### src/source/soc_pkg.sv
package soc_pkg;

    // APB request from the processor side
    typedef struct packed {
        logic        psel;
        logic        penable;
        logic        pwrite;
        logic [15:0] paddr;
        logic [31:0] pwdata;
    } apb_req_t;

    // APB response back to the processor side
    typedef struct packed {
        logic [31:0] prdata;
        logic        pready;
        logic        pslverr;
    } apb_rsp_t;

    // One decoded keyboard event
    typedef struct packed {
        logic       valid;
        logic       released;
        logic [7:0] scan;
        logic [7:0] ascii;
    } key_evt_t;

    // Memory map
    localparam logic [15:0] ram_base       = 16'h1000;
    // Last key, read only
    localparam logic [15:0] key_addr       = 16'h2000;
    // Console byte, write only
    localparam logic [15:0] uart_data_addr = 16'h2004;
    // Console status, bit 0 busy
    localparam logic [15:0] uart_stat_addr = 16'h2008;
    // Vector read, any write acks
    localparam logic [15:0] irq_addr       = 16'h200C;

endpackage

### src/source/uart_tx_port.sv
module uart_tx_port
    import soc_pkg::*;
#(
    parameter int CLKS_PER_BIT = 8
) (
    input  logic        CLOCK_50,
    input  logic        KEY0,
    input  logic        data_sel,
    input  logic        stat_sel,
    input  apb_req_t    bus_req,
    output logic        data_ready,
    output logic [31:0] stat_rdata,
    output logic        txd
);

    localparam int CW = $clog2(CLKS_PER_BIT + 1);

    logic          busy;
    logic [CW-1:0] clk_cnt;
    logic [3:0]    bit_idx;
    logic [8:0]    shreg;
    logic          start;
    logic          bit_end;

    // Write completes here, so the frame begins next cycle
    assign start   = data_sel && bus_req.penable && bus_req.pwrite && !busy;
    assign bit_end = (clk_cnt == CW'(CLKS_PER_BIT - 1));

    // Data bits then stop bit, shifted out LSB first
    always_ff @(posedge CLOCK_50) begin
        if (start) begin
            shreg <= {1'b1, bus_req.pwdata[7:0]};
        end else if (busy && bit_end) begin
            shreg <= {1'b1, shreg[8:1]};
        end
    end

    always_ff @(posedge CLOCK_50 or negedge KEY0) begin
        if (!KEY0) begin
            busy    <= 1'b0;
            txd     <= 1'b1;
            clk_cnt <= '0;
            bit_idx <= 4'd0;
        end else if (start) begin
            busy    <= 1'b1;
            // Start bit
            txd     <= 1'b0;
            clk_cnt <= '0;
            bit_idx <= 4'd0;
        end else if (busy) begin
            clk_cnt <= bit_end ? '0 : clk_cnt + CW'(1);
            if (bit_end) begin
                if (bit_idx == 4'd9) begin
                    // End of stop bit
                    busy <= 1'b0;
                    txd  <= 1'b1;
                end else begin
                    txd     <= shreg[0];
                    bit_idx <= bit_idx + 4'd1;
                end
            end
        end
    end

    // Back-pressure while a frame is on the line
    assign data_ready = data_sel && !busy;
    assign stat_rdata = stat_sel ? {31'd0, busy} : 32'd0;

endmodule

### config.mk
export PLATFORM = sky130hd
export DESIGN_NAME = uart_tx_port
export DESIGN_NICKNAME = d
export VERILOG_FILES = /design/src/source/soc_pkg.sv /design/src/source/uart_tx_port.sv
export SDC_FILE = /design/constraint.sdc
export NUM_CORES = 1
export LEC_CHECK = 0
export BUFFER_PORTS_ARGS = -buffer_cell sky130_fd_sc_hd__buf_2
export CAP_MARGIN = 20
export CORE_MARGIN = 5
export CORE_UTILIZATION = 42
export DETAILED_ROUTE_END_ITERATION = 10
export PLACE_DENSITY = 0.85
export SLEW_MARGIN = 5
export SYNTH_ARGS = -nofsm -noshare
export SYNTH_HDL_FRONTEND = slang
export SYNTH_SLANG_ARGS = --single-unit
### constraint.sdc
create_clock -name CLOCK_50 -period 3.6 [get_ports CLOCK_50]
set_clock_uncertainty 0.1 [all_clocks]
set_input_delay 0.18 -clock CLOCK_50 [delete_from_list [all_inputs] [get_ports CLOCK_50]]
set_output_delay 0.18 -clock CLOCK_50 [all_outputs]
set_load 0.01 [all_outputs]
# Yosys cells after proc, flatten, opt, wreduce, memory -nomap -nowiden
# Cells that the tools add are included.
# totals
output_inout_bits	34
inputBits	55
register_bits	18
elab_cells	39
# classes
eq_ne	3
reduce_logical	11
mux	18
add_sub_neg	2
# ops
operator	count
two-way mux 4 bit	7
two-way mux 8 bit	2
two-way mux 1 bit	9
adder 4 x 1 -> 4 bit, second input constant	2
nonzero test 2 bit	3
logical AND 1 bit	5
equality test 4 x 3 -> 1 bit, second input constant	1
equality test 4 bit, second input constant	1
AND reduction 3 bit	1
inequality test 2 bit, second input constant	1
AND reduction 2 bit	1
zero test 1 bit	1

# Longest topological paths before layout
# Gate-level depths: netlist of the first run.
# logic_depth
word_depth	5
mapped_depth	5
mapped_depth_nobuf	5

# Worst setup path before layout of the first run
# Ideal clock, no wire load.
# synth_timing
kind	register -> register
from	reg clk_cnt[0]
to	reg shreg[0] (enable)
synth_period_minus_slack_ps	1418
path_stages_with_launch	4
t_arrival_ps	989
setup_time_ps	329
setup_slack_ps	2182
cell_sequence	dfrtp_1 ha_1 nand4b_4 nand2_1
# synth_between
elab_chain_len	3
# synth_lines
element	line	rtl
start, declared	uart_tx_port.sv:19	logic [CW-1:0] clk_cnt;
start signal, assigned	uart_tx_port.sv:51	clk_cnt <= bit_end ? '0 : clk_cnt + CW'(1);
equality test 4 x 3 -> 1 bit	uart_tx_port.sv:27	assign bit_end = (clk_cnt == CW'(CLKS_PER_BIT - 1));
logical AND 1 bit	uart_tx_port.sv:33	end else if (busy && bit_end) begin
nonzero test 2 bit (no source line)	--	
end signal, assigned	uart_tx_port.sv:32	shreg <= {1'b1, bus_req.pwdata[7:0]};
end signal, assigned	uart_tx_port.sv:34	shreg <= {1'b1, shreg[8:1]};
end, declared	uart_tx_port.sv:21	logic [8:0] shreg;
# No other way between the ends.
# A chain may end at the register's enable or synchronous reset.

# Worst setup path after layout of the first run
# layout_timing
from	reg busy
to	reg shreg[4] (enable)
# layout_between
elab_chain_len	3
# layout_lines
element	line	rtl
start, declared	uart_tx_port.sv:18	logic busy;
start signal, assigned	uart_tx_port.sv:40	busy <= 1'b0;
start signal, assigned	uart_tx_port.sv:45	busy <= 1'b1;
start signal, assigned	uart_tx_port.sv:55	busy <= 1'b0;
zero test 1 bit	uart_tx_port.sv:26	assign start = data_sel && bus_req.penable && bus_req.pwrite && !busy;
logical AND 1 bit	uart_tx_port.sv:26	
nonzero test 2 bit (no source line) *	--	
# Every way passes the cells marked *; elsewhere a longest branch is shown, timed or not.

==> out/metrics.yaml, run 1 <==
cts.sinks: 18
dp.cells: 144
synth_top_area_share_pct: 21.2
dr.first_iter.drc_count: 17
critPathSlowestCell: "dfrtp_1"
layout_commonest_cell: "conb_1"
first_pass_iters: 3
p_total_uw: 713
crit_end: "shreg[4]$_DFFE_PP_"
antenna_found_initial: 0
layout.cells.non_filler: 149
wl_per_cell_um: 12.1
dr_wl_met3_um: 206
cts_max_level: 1
cp.required_ns: 3.47
dp.final_hpwl_um: 1440
ys.warnings.count: 0
vias: 682
hold_viol: 0
cts_resized: 0
arrival_ns: 1.56
path_cells: "nand4b_4 > nand2_1"
ys_types: 31
num_rows: 18
fmax_mhz: 592
grt_pass1_wl_um: 2750
ys_seq_elements: 18
p_per_area_nw_per_um2: 621
min_period_ns: 1.69
nNetsFinal: 178
met1_length_um: 655
cp-end-kind: "flip-flop"
synth_area_leaders: "edfxtp_1 21%, buf_4 21%, dfrtp_1 20%"
wl_met2_um: 899
seq_area_frac_synth_pct: 43.5
die_h_um: 61.9
clkTransAtPathRegs_ns: 0.10
synth_area_per_cell_um2: 11.2
overflow: 0
status: "complete, no violations"
worstRegToRegCells: 2
synthesis.area_um2: 1130
via_per_inst: 4.58
clockPowerShare_pct: 14.9
post_cts_buffers: 0
synth_cells: 101
die_w_um: 61.9
crit_start: "busy$_DFF_PN0_"
postCtsHoldBufs: 1
p_sw_uw: 257
grt_pass1_vias: 641
drc_errors: 0
cts_buffers: 3
cts_buffer_depth: 2
fin_crit_sh_pct: 46.9
holdCritPathClass: "primary input to flip-flop"
pin_count: 89
clk_latency_ns: 0.30
layout-drive-gt1-share_pct: 29.4
n_fill_cell: 243
grt_start_max_net_pins: 17
rsz0062_at_grt: "false"
cts_root_buf: "clkbuf_4"
r2r_setup_slack_ns: 1.91
setup_viol: 0
switching_share_pct: 36.1
worstHoldPathCells: 2
p_comb_share_pct: 33.7
ant_nets: 0
cts_tree: "yes"
synth_top_area_cell: "edfxtp_1"
layout_common_cells: "31 x conb_1, 16 x buf_2, 9 x nand2_1, 9 x dfrtp_1, 8 x edfxtp_1"
fin_setup_tns_ns: 0
gp_congestion: 0.744
internal-power_uw: 456
path_class: "flip-flop to flip-flop"
top_layer: "met4"
core-area_um2: 2520
maxSlewViolCount: 0
cp-start-kind: "flip-flop"
syn_to_final_growth_pct: 1.55
crit_fanout: 16
ir_worst_vdd_uv: 340
reg2reg_to: "shreg[4]$_DFFE_PP_"
antennaDiodeCount: 0
max_stage_delay_ns: 0.51
pwr-share-seq_pct: 51.4
initial_core_util_pct: 44.8
p_leak_nw: 0.558
io_buffers: 16
drv_cap: 0
die_area_um2: 3830
timing.rr.start: "busy$_DFF_PN0_"
track_usage_pct: 10.3
wirelength_um: 1810
cell type report:
| type | instances | area, um2 | share of cell area, % |
|---|---|---|---|
| repair buffers | 17 | 90.1 | 7.84 |
| multi-input cells | 78 | 495 | 43.1 |
| clock buffers | 4 | 26.3 | 2.29 |
| inverters | 2 | 7.51 | 0.654 |
| flip-flops and latches | 18 | 492 | 42.8 |
| well taps | 30 | 37.5 | 3.27 |
worst min-delay path by stage:
stage,end,from
floorplan,bit_idx[0]$_DFFE_PN0P_,KEY0
global placement,bit_idx[3]$_DFFE_PN0P_,KEY0
detailed placement,bit_idx[1]$_DFFE_PN0P_,KEY0
CTS,shreg[7]$_SDFFCE_PP1P_,bus_req[7]
global route,shreg[7]$_SDFFCE_PP1P_,bus_req[7]
finish,shreg[7]$_SDFFCE_PP1P_,bus_req[7]
through the flow:
stage | util, % | hold slack, ns | setup WS (ns) | area (um2)
floorplan | - | -0.216 | 2.18 | 1240
global placement | 44.1 | -0.0537 | 1.93 | 1110
detailed placement | 44.1 | -0.0475 | 1.87 | 1110
CTS | 45.5 | 0.0271 | 1.88 | 1150
global route | 45.5 | 0.0250 | 1.80 | 1150
finish | 45.5 | 0.0344 | 1.91 | 1150
Yosys cell counts:
master	n
or3_1	1
a21oi_1	3
nand3b_1	1
buf_4	31
dfstp_2	1
mux2i_1	3
conb_1	1
inv_1	2
buf_6	1
mux2_2	7
and4b_2	1
nand2_1	9
a21boi_1	1
and2_2	1
o21ai_2	1
o31ai_1	1
buf_2	1
a22o_2	1
dfrtp_1	9
a31oi_1	1
nor3_1	1
and2b_2	1
a2bb2oi_1	1
nand4b_4	2
ha_1	3
o21ai_0	3
nor2_1	1
nand4_1	1
edfxtp_1	8
nand3_1	2
or2_2	1
flip-flops by register name (all words and copies together), names as in the netlist:
register	count
shreg	8
bit_idx	4
clk_cnt	4
busy	1
txd	1
cells by family (layout without fill, tap and decap cells):
family	after synthesis	in the layout	share of synthesized area (%)
other	1	31	0.332
flip-flops	18	18	43.5
buffers and inverters	35	23	22.7
multiplexers	10	10	9.62
AO/OA/AOI/OAI	12	12	6.97
AND/OR/NAND/NOR	22	22	13.6
adder cells (fa/ha/maj)	3	3	3.32
worst max-delay path: cells and delay by family (launching register included):
family	cells	cell delay, ns
AND/OR/NAND/NOR	2	0.75
flip-flops	1	0.51
power by group through the flow:
| stage | Combinational (mW) | Sequential [mW] | Clock, mW |
|---|---|---|---|
| floorplan | 0.222 | 0.352 | 0 |
| global placement | 0.224 | 0.363 | 0 |
| detailed placement | 0.242 | 0.372 | 0 |
| CTS | 0.244 | 0.368 | 0.110 |
| global route | 0.274 | 0.380 | 0.121 |
| finish | 0.240 | 0.367 | 0.106 |
layer usage:
metal  up-vias  track usage, %
met5         -               0
met4         0            6.36
met3         4            2.69
met2        36            18.5
met1       319            10.6
li1        323               -
Power figures use the tool's default switching activity.
==> run 2, diff against run 1 <==
- CORE_UTILIZATION: 42 -> 35
- PLACE_DENSITY: 0.85 -> 0.75
- clock period: 3.6 -> 1.45 ns (I/O delays scaled with it)
==> out/metrics.yaml, run 2 (synthesis gave the netlist of run 1 again) <==
r2r_setup_slack_ns: 0.1  # -1.81 ns
hold_viol: 0  # unchanged
min_period_ns: 1.35  # -0.338 ns
clkTransAtPathRegs_ns: 0.10  # about the same
final_area_um2: 1320  # +15%
crit_fanout: 4  # -12
regArea_um2: 492  # unchanged
whs_ns: 0.0579  # +0.0234 ns
grt-busiest-layer: "met2"
multi_input_area_um2: 510  # +3.0%
drc_errors: 0  # unchanged
grt_start_max_net_pins: 11  # -6
rsz0062_at_grt: "false"
internal-power_mw: 1.27  # +180%
die_h_um: 66.8  # +8.0%
reg.largest.list: "shreg (8), bit_idx (4), clk_cnt (4)"
antennaDiodeCount: 0  # unchanged
cts_tree: "yes"
pin_count: 89  # unchanged
fin_crit_sh_pct: 93.2  # +46 points
nNetsFinal: 194  # +9.0%
vias: 719  # +5.4%
cts_max_level: 1  # unchanged
use_met3_pct: 2.53  # -0.16 points
drv_cap: 0  # unchanged
clockPowerShare_pct: 13.1  # -1.8 points
io_buffers: 16  # unchanged
cts_buffers: 3  # unchanged
dp.final_hpwl_um: 1450  # +0.97%
n_fill_cell: 281  # +16%
maxSlewViolCount: 0  # unchanged
cp-end-kind: "flip-flop"
use_met1_pct: 10.0  # -0.55 points
syn_to_final_growth_pct: 16.8
regMostFlops: "shreg"
max_stage_delay_ns: 0.41  # -0.10 ns
via_per_inst: 4.02  # -12%
fmax_mhz: 740  # +25%
die_area_um2: 4470  # +17%
cts.sinks: 18  # unchanged
wl_per_cell_um: 10.4  # -14%
grt_pass1_vias: 716  # +12%
wirelength_um: 1870  # +3.5%
ir_worst_vdd_uv: 641  # +88%
status: "complete, no violations"
largest_reg_flops: 8  # unchanged
core-area_um2: 3080  # +22%
initial_core_util_pct: 36.7  # -8.1 points
layout_common_cells: "31 x conb_1, 16 x buf_2, 9 x dfrtp_1, 9 x dlygate4sd3_1"
placed_area_um2: 1170  # +5.6%
clk_latency_ns: 0.29  # about the same
cts_buffer_depth: 2  # unchanged
fin_util_pct: 42.9  # -2.6 points
setup_viol: 0  # unchanged
path_cells: "ha_4 > nand4b_4 > or3_1 > a21boi_1"
fin_setup_tns_ns: 0  # unchanged
path_class: "flip-flop to flip-flop"
die_w_um: 66.8  # +8.0%
critPathSlowestCell: "dfrtp_1"
track_usage_pct: 9.31  # -1.0 points
p_comb_share_pct: 40.8  # +7.1 points
arrival_ns: 1.48  # -0.08 ns
first_pass_iters: 4  # +1
num_rows: 20  # +2
p_sw_uw: 664  # +160%
p_per_area_nw_per_um2: 1470  # +140%
gp_congestion: 0.723  # -2.8%
switching_share_pct: 34.3  # -1.8 points
cts_root_buf: "clkbuf_4"
p_leak_nw: 0.628  # +13%
cp-start-kind: "flip-flop"
ant_nets: 0  # unchanged
antenna_found_initial: 0  # unchanged
dr.first_iter.drc_count: 13  # -4
layout-drive-gt1-share_pct: 33.3  # +3.9 points
p_total_mw: 1.94  # +170%
grt_util_met2_pct: 16.6  # -2.0 points
overflow: 0  # unchanged
holdCritPathClass: "primary input to asynchronous set/reset pin"
pwr-share-seq_pct: 46.1  # -5.3 points
cp.required_ns: 1.57  # -1.90 ns
layout_commonest_cell: "conb_1"
grt_pass1_wl_um: 3130  # +14%
## run 2: changes by cell type in the layout (fill, tap and decap cells not counted)
cell	delta
ha_4	+1
ha_1	-1
dlygate4sd3_1	+8
nand2_2	+1
buf_4	+8
nand2_1	-1
## run 2: final timing paths
| check | from | cells after the start | end |
|---|---|---|---|
| max | clk_cnt[0]$_DFFE_PN0P_ | 4 | bit_idx[3]$_DFFE_PN0P_ |
| min | KEY0 | 2 | bit_idx[0]$_DFFE_PN0P_ |
| max reg2reg | clk_cnt[0]$_DFFE_PN0P_ | 4 | bit_idx[3]$_DFFE_PN0P_ |
| min reg2reg | txd$_DFFE_PN1P_ | 2 | txd$_DFFE_PN1P_ |
| max in group asynchronous | KEY0 | 2 | txd$_DFFE_PN1P_ |
| min in group CLOCK_50 | bus_req[48] | 3 | busy$_DFF_PN0_ |
## run 2: worst max-delay path, delay by kind of cell (launching register included)
| kind | cells | cell delay [ns] |
|---|---|---|
| AND/OR/NAND/NOR | 2 | 0.49 |
| AO/OA/AOI/OAI | 1 | 0.12 |
| adder cells (fa/ha/maj) | 1 | 0.17 |
| flip-flops | 1 | 0.41 |
## run 2: stage by stage
stage               setup slack [ns]  instances
CTS                          0.00773        177
finish                        0.0980        179
floorplan                     0.0322        131
global route                 0.00195        179
detailed placement           -0.0383        164
global placement              0.0212        164
## run 2: final cells by class
cell class | instances | share of cell area (%)
multi-input combinational | 78 | 38.6
timing repair buffer | 33 | 17.4
tap | 44 | 4.17
clock buffer | 4 | 1.99
inverter | 2 | 0.568
sequential | 18 | 37.2
## run 2: repair_timing
item                                   in CTS  in global routing
pin swaps                                   0                  1
gates cloned                                0                  0
setup buffers                               0                  2
setup endpoints to repair                   8                  5
endpoints found under the hold margin      18                  0
resized for setup                           1                  2
hold buffers                                9                  0
## run 2: power groups by stage
| stage | clock network (mW) | registers (mW) | logic [mW] |
|---|---|---|---|
| 6_report | 0.253 | 0.894 | 0.792 |
| 5_1_grt | 0.294 | 0.925 | 0.902 |
| 4_1_cts | 0.266 | 0.887 | 0.736 |
| 3_5_place_dp | 0 | 0.896 | 0.711 |
| 3_3_place_gp | 0 | 0.877 | 0.672 |
| 2_1_floorplan | 0 | 0.873 | 0.552 |
## run 2: layer usage
metal  wire [um]  up-vias
li1            -      356
met1         732      324
met2         898       35
met3         205        4
met4          31        0
met5           0        -
==> run 3, diff against run 2 <==
- SETUP_SLACK_MARGIN: unset -> 0.2
==> out/metrics.yaml, run 3 (synthesis gave the netlist of run 1 again) <==
core-area_um2: 3080  # unchanged
p_per_area_nw_per_um2: 1440  # -1.9%
setup_viol: 0  # unchanged
dp.cells: 160  # -2.4%
fin_setup_tns_ns: 0  # unchanged
gp_congestion: 0.751  # +3.8%
placed_area_um2: 1160  # -1.1%
die_w_um: 66.8  # unchanged
initial_core_util_pct: 36.7  # unchanged
maxSlewViolCount: 0  # unchanged
hold_viol: 0  # unchanged
ant_nets: 0  # unchanged
io_buffers: 16  # unchanged
grt_pass1_vias: 739  # +3.2%
min_period_ns: 1.39  # +0.0332 ns
wirelength_um: 2080  # +11%
worstRegToRegCells: 3  # -1
cts_max_level: 1  # unchanged
pin_count: 89  # unchanged
via_per_inst: 4.19  # +4.3%
rsz0062_at_grt: "true"
drc_errors: 0  # unchanged
fin_crit_sh_pct: 95.5  # +2.3 points
cts_buffers: 3  # unchanged
drv_cap: 0  # unchanged
overflow: 0  # unchanged
place_ws_ns: 0.0740  # +0.112 ns
cts_buffer_depth: 2  # unchanged
crit_fanout: 5  # +1
reg2reg_to: "shreg[7]$_SDFFCE_PP1P_"
cts_root_buf: "clkbuf_4"
grt_start_max_net_pins: 11  # unchanged
clk_latency_ns: 0.30  # about the same
fin_ws_ns: 0.0648  # -0.0332 ns
wl_per_cell_um: 11.6  # +11%
syn_to_final_growth_pct: 22.9
r2r_setup_slack_ns: 0.06  # -0.03 ns
regArea_um2: 492  # unchanged
layout-drive-gt1-share_pct: 35.3  # +2.0 points
die_area_um2: 4470  # unchanged
dr.first_iter.drc_count: 5  # -8
p_leak_nw: 0.655  # +4.4%
layout_common_cells: "31 x conb_1, 14 x buf_2, 9 x dfrtp_1, 9 x dlygate4sd3_1, 8 x edfxtp_1"
regMostFlops: "shreg"
n_fill_cell: 290  # +3.2%
vias: 754  # +4.9%
track_usage_pct: 10.2  # +0.93 points
fmax_mhz: 722  # -2.4%
arrival_ns: 1.35  # -0.13 ns
first_pass_iters: 3  # -1
cts_tree: "yes"
multi_input_area_um2: 559  # +9.6%
die_h_um: 66.8  # unchanged
largest_reg_flops: 8  # unchanged
antenna_found_initial: 0  # unchanged
cp.required_ns: 1.41  # -0.16 ns
num_rows: 20  # unchanged
dp.final_hpwl_um: 1430  # -1.4%
path_class: "flip-flop to flip-flop"
layout.cells.non_filler: 180  # +0.56%
antennaDiodeCount: 0  # unchanged
ir_worst_vdd_uv: 621  # -3.0%
grt_pass1_wl_um: 3320  # +6.2%
holdCritPathClass: "primary input to asynchronous set/reset pin"
final_area_um2: 1390  # +5.2%
cp-end-kind: "flip-flop"
nNetsFinal: 195  # +0.52%
clkTransAtPathRegs_ns: 0.10  # about the same
cp-start-kind: "flip-flop"
status: "complete, no violations"
cts.sinks: 18  # unchanged
timing.rr.start: "busy$_DFF_PN0_"
layout_commonest_cell: "conb_1"
reg.largest.list: "shreg (8), bit_idx (4), clk_cnt (4)"
-- run 3: power breakdown --
part	switching, mW	leakage, nW	internal [mW]
registers	0.172	0.186	0.739
logic	0.385	0.454	0.445
clock network	0.159	0.0154	0.100
-- run 3: worst max-delay path by stage --
stage | start | slack (ns) | cells after the start | end
after CTS | busy$_DFF_PN0_ | 0.06 | 3 | data_ready
after global routing | clk_cnt[0]$_DFFE_PN0P_ | 0.006 | 4 | bit_idx[3]$_DFFE_PN0P_
after floorplan | busy$_DFF_PN0_ | 0.09 | 3 | shreg[6]$_DFFE_PP_
final | busy$_DFF_PN0_ | 0.06 | 3 | shreg[7]$_SDFFCE_PP1P_
after global placement | busy$_DFF_PN0_ | 0.1 | 2 | shreg[4]$_DFFE_PP_
after detailed placement | busy$_DFF_PN0_ | 0.07 | 2 | shreg[5]$_DFFE_PP_
-- run 3: worst max-delay path: stages, from the launching register on --
cell and delay [ns]:
dfrtp_1 0.42, buf_4 0.15, nand4b_4 0.22, or2_4 0.26
-- run 3: final cells by class --
type,count,share of cell area [%]
clock buffer,3,1.62
clock inverter,1,0.270
inverter,2,0.540
multi-input combinational,79,40.2
sequential,18,35.4
tap,44,3.96
timing repair buffer,33,18.0
-- run 3: metal layers --
layer  wire (um)  global-route usage (%)  vias up
met5           0                       0        -
met4          64                    6.09        0
met3         178                    2.02        7
met2        1080                    18.6       38
li1            -                       -      362
met1         758                    10.8      347
-- run 3: repair_timing --
| action | CTS | global route |
|---|---|---|
| hold buffers | 9 | 0 |
| hold endpoints to repair | 18 | 0 |
| pin swaps | 1 | 2 |
| setup buffers | 2 | 4 |
| setup endpoints to repair | 26 | 28 |
| gates cloned | 1 | 0 |
| resized for setup | 5 | 7 |
-- run 3: through the flow --
| stage | power, mW | utilization, % | hold WS [ns] |
|---|---|---|---|
| 2_1_floorplan | 1.46 | - | -0.323 |
| 3_3_place_gp | 1.51 | 37.8 | -0.161 |
| 3_5_place_dp | 1.58 | 37.8 | -0.156 |
| 4_1_cts | 1.93 | 43.5 | 0.0568 |
| 5_1_grt | 2.18 | 45.2 | 0.0538 |
| 6_report | 2.00 | 45.2 | 0.0523 |
